File: src/cpu_bus_pkg.sv
`default_nettype none

package cpu_bus_pkg;

  typedef logic [31:0] word_t;  // address, data and instruction word
  typedef logic [7:0] byte_t;   // one pin byte
  typedef logic [3:0] phase_t;  // frame phase, 0 to 9

  // upper four bits of an instruction word
  typedef enum logic [3:0] {
    LDA = 4'd0,
    STA = 4'd1,
    ADD = 4'd2,
    XOR = 4'd3,
    JMP = 4'd4,
    JZ  = 4'd5
  } opcode_t;

  localparam int FRAME_LEN = 10;  // phases per bus frame

  localparam phase_t PH_FLAG = 4'd5;  // write flag on uo_out[0]
  localparam phase_t PH_READ = 4'd6;  // first read byte on uio_in

  localparam word_t RESET_PC = 32'h0000_0000;

endpackage

`default_nettype wire
File: src/cpu_bus_if.sv
`default_nettype none

interface cpu_bus_if;
  import cpu_bus_pkg::*;

  word_t addr;   // request address
  word_t wdata;  // store data, shown on uio_out
  logic  write;  // request is a store
  word_t rdata;  // read word, complete during phase 9
  logic  step;   // last phase of the frame

  // processor side
  modport cpu (
    output addr,
    output wdata,
    output write,
    input  rdata,
    input  step
  );

  modport handler (
    input  addr,
    input  wdata,
    input  write,
    output rdata,
    output step
  );

endinterface

`default_nettype wire

File: src/cpu_handler_top.sv
`default_nettype none

module cpu_handler_top (
  input  wire                     clk,
  input  wire                     rst,
  input  wire cpu_bus_pkg::byte_t ui_in,
  output cpu_bus_pkg::byte_t      uo_out,
  input  wire cpu_bus_pkg::byte_t uio_in,
  output cpu_bus_pkg::byte_t      uio_out,
  output cpu_bus_pkg::byte_t      uio_oe
);

  cpu_bus_if bus ();  // request and read word between core and handler

  cpu_core i_cpu_core (
    .clk (clk),
    .rst (rst),
    .bus (bus)
  );

  bus_handler i_bus_handler (
    .clk     (clk),
    .rst     (rst),
    .run     (ui_in[0]),  // run level, only ui_in bit in use
    .uio_in  (uio_in),
    .uo_out  (uo_out),
    .uio_out (uio_out),
    .uio_oe  (uio_oe),
    .bus     (bus)
  );

endmodule

`default_nettype wire

File: src/cpu_core.sv
`default_nettype none

module cpu_core (
  input wire     clk,
  input wire     rst,
  cpu_bus_if.cpu bus
);
  import cpu_bus_pkg::*;

  typedef enum logic {
    ST_FETCH,
    ST_EXEC
  } state_t;

  state_t  state;
  word_t   pc;
  word_t   acc;
  word_t   ir;             // instruction under execution
  opcode_t ir_op;
  word_t   ir_operand;
  opcode_t fetch_op;       // opcode arriving at the fetch step
  word_t   fetch_operand;

  assign ir_op      = opcode_t'(ir[31:28]);
  assign ir_operand = {4'h0, ir[27:0]};  // zero filled upper bits

  assign fetch_op      = opcode_t'(bus.rdata[31:28]);
  assign fetch_operand = {4'h0, bus.rdata[27:0]};

  // request moves only when state, pc or ir move at step
  assign bus.addr  = (state == ST_EXEC) ? ir_operand : pc;
  assign bus.wdata = acc;
  assign bus.write = (state == ST_EXEC) && (ir_op == STA);

  always_ff @(posedge clk) begin
    if (rst) begin
      state <= ST_FETCH;
      pc    <= RESET_PC;
      acc   <= '0;
    end else if (bus.step) begin
      if (state == ST_FETCH) begin
        pc <= pc + 32'd1;  // taken jumps override below
        case (fetch_op)
          LDA, STA, ADD, XOR: begin
            state <= ST_EXEC;  // needs an operand frame
          end
          JMP: begin
            pc <= fetch_operand;
          end
          JZ: begin
            if (acc == '0) begin
              pc <= fetch_operand;
            end
          end
          default: begin
            // no-operation goes straight to the next fetch
          end
        endcase
      end else begin
        case (ir_op)
          LDA: begin
            acc <= bus.rdata;
          end
          ADD: begin
            acc <= acc + bus.rdata;  // wraps mod 2^32
          end
          XOR: begin
            acc <= acc ^ bus.rdata;
          end
          default: begin
            // STA stored during the frame itself
          end
        endcase
        state <= ST_FETCH;
      end
    end
  end

  // latched at the end of every fetch frame
  always_ff @(posedge clk) begin
    if (bus.step && state == ST_FETCH) begin
      ir <= bus.rdata;
    end
  end

  a_write_exec: assert property (
    @(posedge clk) disable iff (rst)
    bus.write |-> state == ST_EXEC
  );

endmodule

`default_nettype wire

File: src/bus_handler.sv
`default_nettype none

module bus_handler (
  input  wire                     clk,
  input  wire                     rst,
  input  wire                     run,
  input  wire cpu_bus_pkg::byte_t uio_in,
  output cpu_bus_pkg::byte_t      uo_out,
  output cpu_bus_pkg::byte_t      uio_out,
  output cpu_bus_pkg::byte_t      uio_oe,
  cpu_bus_if.handler              bus
);
  import cpu_bus_pkg::*;

  phase_t phase;
  logic   step;
  byte_t  addr_byte;
  byte_t  data_byte;
  word_t  rdata;

  frame_sequencer i_frame_sequencer (
    .clk   (clk),
    .rst   (rst),
    .run   (run),
    .phase (phase),
    .step  (step)
  );

  bus_serializer i_bus_serializer (
    .clk       (clk),
    .rst       (rst),
    .phase     (phase),
    .addr      (bus.addr),
    .wdata     (bus.wdata),
    .write     (bus.write),
    .addr_byte (addr_byte),
    .data_byte (data_byte)
  );

  bus_deserializer i_bus_deserializer (
    .clk    (clk),
    .rst    (rst),
    .phase  (phase),
    .uio_in (uio_in),
    .rdata  (rdata)
  );

  assign uo_out  = addr_byte;
  assign uio_out = data_byte;
  assign uio_oe  = {8{bus.write}};  // drive the shared pins for stores only

  assign bus.rdata = rdata;
  assign bus.step  = step;

  // direction flips only at a frame boundary, right after the core updates
  a_oe_frame: assert property (
    @(posedge clk) disable iff (rst)
    $changed(uio_oe) |-> $past(step)
  );

endmodule

`default_nettype wire

File: src/bus_deserializer.sv
`default_nettype none

module bus_deserializer (
  input  wire                      clk,
  input  wire                      rst,
  input  wire cpu_bus_pkg::phase_t phase,
  input  wire cpu_bus_pkg::byte_t  uio_in,
  output cpu_bus_pkg::word_t       rdata
);
  import cpu_bus_pkg::*;

  byte_t rd_q [3];  // bytes from phases 6, 7 and 8

  always_ff @(posedge clk) begin
    if (rst) begin
      for (int i = 0; i < 3; i++) begin
        rd_q[i] <= '0;
      end
    end else begin
      for (int i = 0; i < 3; i++) begin
        if (phase == PH_READ + phase_t'(i)) begin
          rd_q[i] <= uio_in;
        end
      end
    end
  end

  // msb first on the pins
  // last byte comes straight off uio_in, so rdata is only whole in phase 9
  assign rdata = {rd_q[0], rd_q[1], rd_q[2], uio_in};

endmodule

`default_nettype wire

File: src/bus_serializer.sv
`default_nettype none

module bus_serializer (
  input  wire                      clk,
  input  wire                      rst,
  input  wire cpu_bus_pkg::phase_t phase,
  input  wire cpu_bus_pkg::word_t  addr,
  input  wire cpu_bus_pkg::word_t  wdata,
  input  wire                      write,
  output cpu_bus_pkg::byte_t       addr_byte,
  output cpu_bus_pkg::byte_t       data_byte
);
  import cpu_bus_pkg::*;

  byte_t addr_nxt;  // byte due on uo_out in the next phase
  byte_t data_nxt;  // byte due on uio_out in the next phase
  byte_t addr_q;
  byte_t data_q;

  // pick by the current phase what the following phase must show
  always_comb begin
    addr_nxt = '0;
    data_nxt = '0;
    case (phase)
      4'd0: begin
        addr_nxt = addr[7:0];  // lsb first
        data_nxt = wdata[7:0];
      end
      4'd1: begin
        addr_nxt = addr[15:8];
        data_nxt = wdata[15:8];
      end
      4'd2: begin
        addr_nxt = addr[23:16];
        data_nxt = wdata[23:16];
      end
      4'd3: begin
        addr_nxt = addr[31:24];
        data_nxt = wdata[31:24];
      end
      PH_FLAG - 4'd1: begin
        addr_nxt = {7'b0, write};  // flag alone on bit 0
      end
      default: begin
        // read and idle phases stay quiet
      end
    endcase
  end

  always_ff @(posedge clk) begin
    if (rst) begin
      addr_q <= '0;
      data_q <= '0;
    end else begin
      addr_q <= addr_nxt;
      data_q <= data_nxt;
    end
  end

  // phase 0 can repeat while paused and then the registers already hold byte 0
  assign addr_byte = (phase == '0) ? '0 : addr_q;
  assign data_byte = (phase == '0) ? '0 : data_q;

  a_data_quiet: assert property (
    @(posedge clk) disable iff (rst)
    !(phase inside {[4'd1:4'd4]}) |-> data_byte == '0
  );

endmodule

`default_nettype wire

File: src/frame_sequencer.sv
`default_nettype none

module frame_sequencer (
  input  wire                 clk,
  input  wire                 rst,
  input  wire                 run,
  output cpu_bus_pkg::phase_t phase,
  output logic                step
);
  import cpu_bus_pkg::*;

  always_ff @(posedge clk) begin
    if (rst) begin
      phase <= '0;
    end else if (phase == phase_t'(FRAME_LEN - 1)) begin
      phase <= '0;  // wrap to the frame boundary
    end else if (phase != '0 || run) begin
      phase <= phase + 4'd1;
    end
    // phase 0 with run low just waits here
  end

  assign step = (phase == phase_t'(FRAME_LEN - 1));

  a_phase_range: assert property (
    @(posedge clk) disable iff (rst)
    phase < FRAME_LEN
  );

  // one step per frame, never back to back
  a_step_single: assert property (
    @(posedge clk) disable iff (rst)
    step |=> !step
  );

endmodule

`default_nettype wire

File: config.mk
export PLATFORM = sky130hd
export DESIGN_NAME = cpu_handler_top
export DESIGN_NICKNAME = d
export VERILOG_FILES = /design/src/cpu_bus_pkg.sv /design/src/cpu_bus_if.sv /design/src/cpu_handler_top.sv /design/src/cpu_core.sv /design/src/bus_handler.sv /design/src/bus_deserializer.sv /design/src/bus_serializer.sv /design/src/frame_sequencer.sv
export SDC_FILE = /design/constraint.sdc
export NUM_CORES = 1
export LEC_CHECK = 0
export ABC_CLOCK_PERIOD_IN_PS = 7800
export CAP_MARGIN = 10
export CORE_AREA = 10 10 158 160
export CTS_CLUSTER_SIZE = 40
export DETAILED_ROUTE_END_ITERATION = 8
export DIE_AREA = 0 0 168 170
export DONT_BUFFER_PORTS = 1
export HOLD_SLACK_MARGIN = 0.08
export PLACE_DENSITY = 0.56
export SLEW_MARGIN = 25
export SYNTH_ARGS = -nofsm -noshare
export SYNTH_HDL_FRONTEND = slang
export SYNTH_SLANG_ARGS = --single-unit
File: constraint.sdc
create_clock -name clk -period 7.8 [get_ports clk]
set_clock_uncertainty 0.05 [all_clocks]
set_input_delay 0.78 -clock clk [delete_from_list [all_inputs] [get_ports clk]]
set_output_delay 0.78 -clock clk [all_outputs]
set_load 0.02 [all_outputs]
==> flow_metrics.env <==
export IMPL_start_util_pct=39.66
export IMPL_setup_viol=0
export IMPL_drv_slew=0
export IMPL_report_final_hold_viol_count=0
export IMPL_cts_buffers=17
export IMPL_ys_flop_type="dfxtp_1"
export IMPL_cts_root_buf="clkbuf_16"
export IMPL_syn_to_final_growth_pct=8.262
export IMPL_swShare_pct=26.52
export IMPL_cts_max_level=4
export IMPL_ctsResizeCount=0
export IMPL_p_int_mw=1.373
export IMPL_async_flop_share_pct=0
export IMPL_clkTransAtPathRegs_ns=0.06
export IMPL_dr_pass1_iters=6
export IMPL_ir_worst_vdd_mv=0.1655
export IMPL_hold_class="primary input to flip-flop"
export IMPL_vias_per_cell=6.019
export IMPL_yosys_area_top_type="dfxtp_1"
export IMPL_cts_sinks=141
export IMPL_cpMaxStageDelayCell="edfxtp_1"
export IMPL_vias=7217
export IMPL_path_common_cell="a2111oi_2"
export IMPL_maxCapViolCount=0
export IMPL_worstPathMaxFanout=9
export IMPL_synthesis_area_um2=8602
export IMPL_port_buffers=0
export IMPL_slowest_delay_ns=0.53
export IMPL_rsz0062_at_grt="no"
export IMPL_grt_pass1_vias=6742
export IMPL_worst_ep_arrival_time_ns=3.44
export IMPL_synth_cell_types=84
export IMPL_hold_buffers=0
export IMPL_avgRoutedWirePerCell_um=21.56
export IMPL_combPwrFrac_pct=11.2
export IMPL_fill_cells=2129
export IMPL_cellPowerDensity_nw_per_um2=200.6
export IMPL_clkPwrFrac_pct=46.3
export IMPL_synthTopCellsByArea="dfxtp_1, edfxtp_1, a21oi_1"
export IMPL_min_period_ns=3.164
export IMPL_synth_top_area_share_pct=19.78
export IMPL_antenna_left=0
export IMPL_p_leak_nw=3.286
export IMPL_syn_num_nets=1011
export IMPL_crit_type="flip-flop to flip-flop"
export IMPL_synthCells=956
export IMPL_grt_max_degree=72
export IMPL_critPathRequiredTime_ns=8.07
export IMPL_io_pins=42
export IMPL_totalPowerFinal_mw=1.868
export IMPL_cts_tree="done"
export IMPL_ys_seq_elements=141
export IMPL_final_area_um2=9313
export IMPL_crit_path_start_kind="flip-flop"
export IMPL_antenna_found_initial=0
export IMPL_clockBufferDepth=2
export IMPL_die_h_um=170
export IMPL_tns_ns=0
export IMPL_dieArea_um2=28560
export IMPL_num_nets_final=961
export IMPL_rows=54
export IMPL_overflow=0
export IMPL_placed_area_um2=8661
export IMPL_ys_warn_count=0
export IMPL_path_delay_family="compound AO/OA/AOI/OAI gates"
export IMPL_grt_first_pass_wirelength_um=40020
export IMPL_synth_area_per_cell_um2=8.998
export IMPL_hpwl_um=18340
export IMPL_grt_usage_pct=17.79
export IMPL_synth_commonest_cells="a21oi_1, nor2_1, dfxtp_1"
export IMPL_synth_most_common_cell="a21oi_1"
export IMPL_die_w_um=168
export IMPL_path_cells="ha_1 > and4_1 > nand4_1 > a2111oi_2 > nor3b_2 > o21ai_1 > a31oi_1 > mux2i_1 > a2111oi_2"
export IMPL_clkLatencyLatePin_ns=0.43
export IMPL_switchingPower_mw=0.4956
export IMPL_dr_first_iter_drc_count=619
export IMPL_coreArea_um2=21690
export IMPL_antenna_cells=0
export IMPL_tightestPinTransition_ns=1.026
export IMPL_post_route_period_util_pct=40.57
export IMPL_place_gp_congestion=0.8717
export IMPL_ys_seq_area_share_pct=39.33
export IMPL_status="finished, final reports clean"
export IMPL_sequentialPowerShare_pct=42.5
export IMPL_cp_end_kind="flip-flop"
export IMPL_path_buf_inv=0
export IMPL_drive_above_1_share_pct=7.726
export IMPL_max_freq_ghz=0.3160
export IMPL_drt_wl_total_um=25850
export IMPL_drc=0
export IMPL_slew_headroom_pct=31.46
export IMPL_synth_edff_count=56
export IMPL_cts_setup_buffers=0
==> layout make-up <==
class | instances | area [um2] | share of cell area, %
multi-input combinational | 723 | 4818 | 51.74
tap | 280 | 350.3 | 3.762
inverter | 17 | 63.81 | 0.6852
sequential | 141 | 3383 | 36.33
clock inverter | 4 | 28.78 | 0.3090
timing repair buffer | 6 | 45.04 | 0.4837
clock buffer | 28 | 623.1 | 6.691
==> registers in the layout, indices dropped and copies added, names as in the netlist <==
name and cells:
i_cpu_core.bus.wdata 32, i_bus_handler.i_bus_serializer.data_q 8, i_cpu_core.state 1, i_cpu_core.ir 32, i_bus_handler.i_bus_serializer.addr_q 8, i_cpu_core.pc 32, i_bus_handler.i_frame_sequencer.phase 4, i_bus_handler.i_bus_deserializer.rd_q 24
==> worst paths after layout <==
kind | from | end | slack [ns] | cells after the start
worst max-delay path | i_bus_handler.i_bus_deserializer.rd_q[0][23] | i_cpu_core.bus.wdata[31] | 4.64 | 9
worst min-delay path | rst | i_cpu_core.state | 0.39 | 1
worst max register to register | i_bus_handler.i_bus_deserializer.rd_q[0][23] | i_cpu_core.bus.wdata[31] | 4.64 | 9
worst min register to register | i_cpu_core.bus.wdata[10] | i_cpu_core.bus.wdata[10] | 0.45 | 2
==> cell usage in the layout, fill, tap and decap left out, types with 5 or more instances in the layout <==
| cell | n |
|---|---|
| a21oi_1 | 92 |
| nor2_1 | 90 |
| dfxtp_1 | 85 |
| nand2_1 | 60 |
| edfxtp_1 | 56 |
| o21ai_0 | 37 |
| ha_1 | 36 |
| a211oi_1 | 31 |
| and2_1 | 28 |
| nand3_1 | 25 |
| a22oi_1 | 23 |
| xnor2_1 | 23 |
| xor2_1 | 22 |
| clkbuf_16 | 22 |
| mux2i_1 | 21 |
| nor3_1 | 17 |
| a21o_1 | 17 |
| inv_1 | 16 |
| o22ai_1 | 16 |
| nor4_1 | 15 |
| nand4_1 | 14 |
| and3_1 | 10 |
| a22o_1 | 9 |
| a211o_1 | 9 |
| nand2b_1 | 7 |
| a31oi_1 | 7 |
| a311oi_1 | 7 |
| o211ai_1 | 7 |
| nor3b_1 | 6 |
| a2bb2oi_1 | 6 |
| o21a_1 | 6 |
| buf_4 | 6 |
| a31o_2 | 5 |
| clkbuf_8 | 5 |
==> per-layer routing <==
layer | up-vias | track usage, % | wire length [um]
li1 | 3472 | - | -
met1 | 3544 | 24.06 | 12270
met2 | 167 | 28.15 | 11980
met3 | 34 | 2.903 | 1017
met4 | 0 | 6.132 | 574
met5 | - | 0 | 0
==> metrics by stage <==
stage	hold slack (ns)	setup WS [ns]	std cells	utilization, %
final	0.3901	4.636	1199	42.94
after global placement	0.4339	4.284	1167	39.93
after floorplan	0.3744	4.807	956	-
after global routing	0.3776	4.439	1199	42.94
after CTS	0.3721	4.642	1199	42.94
after detailed placement	0.4368	4.287	1167	39.93
==> worst register-to-register path, delay by kind of cell, from the launching register on <==
kind                     cells  cell delay [ns]
AO/OA/AOI/OAI                4             1.19
adder cells (fa/ha/maj)      1             0.53
flip-flops                   1             0.53
AND/OR/NAND/NOR              3             0.60
multiplexers                 1             0.17
==> cell families (layout without fill, tap and decap cells) <==
family                     Yosys count  count (layout)  share of synthesized area [%]
DFF                                141             141                          39.33
and+or+nand+nor                    313             313                          19.32
adders and majority gates           37              37                          5.469
muxes                               21              21                          2.444
AOI/OAI and AO/OA                  307             307                          24.04
buffers and inverters               92              55                          4.815
xor gates and xnor gates            45              45                          4.582
==> power groups by stage <==
stage / combinational, mW / clock [mW] / sequential, mW
after floorplan: 0.162 / 0 / 0.801
after global placement: 0.209 / 0 / 0.809
after detailed placement: 0.210 / 0 / 0.809
after CTS: 0.211 / 0.871 / 0.793
after global routing: 0.231 / 0.902 / 0.795
final: 0.210 / 0.865 / 0.794
No activity file was read; power rests on OpenSTA's default activity.
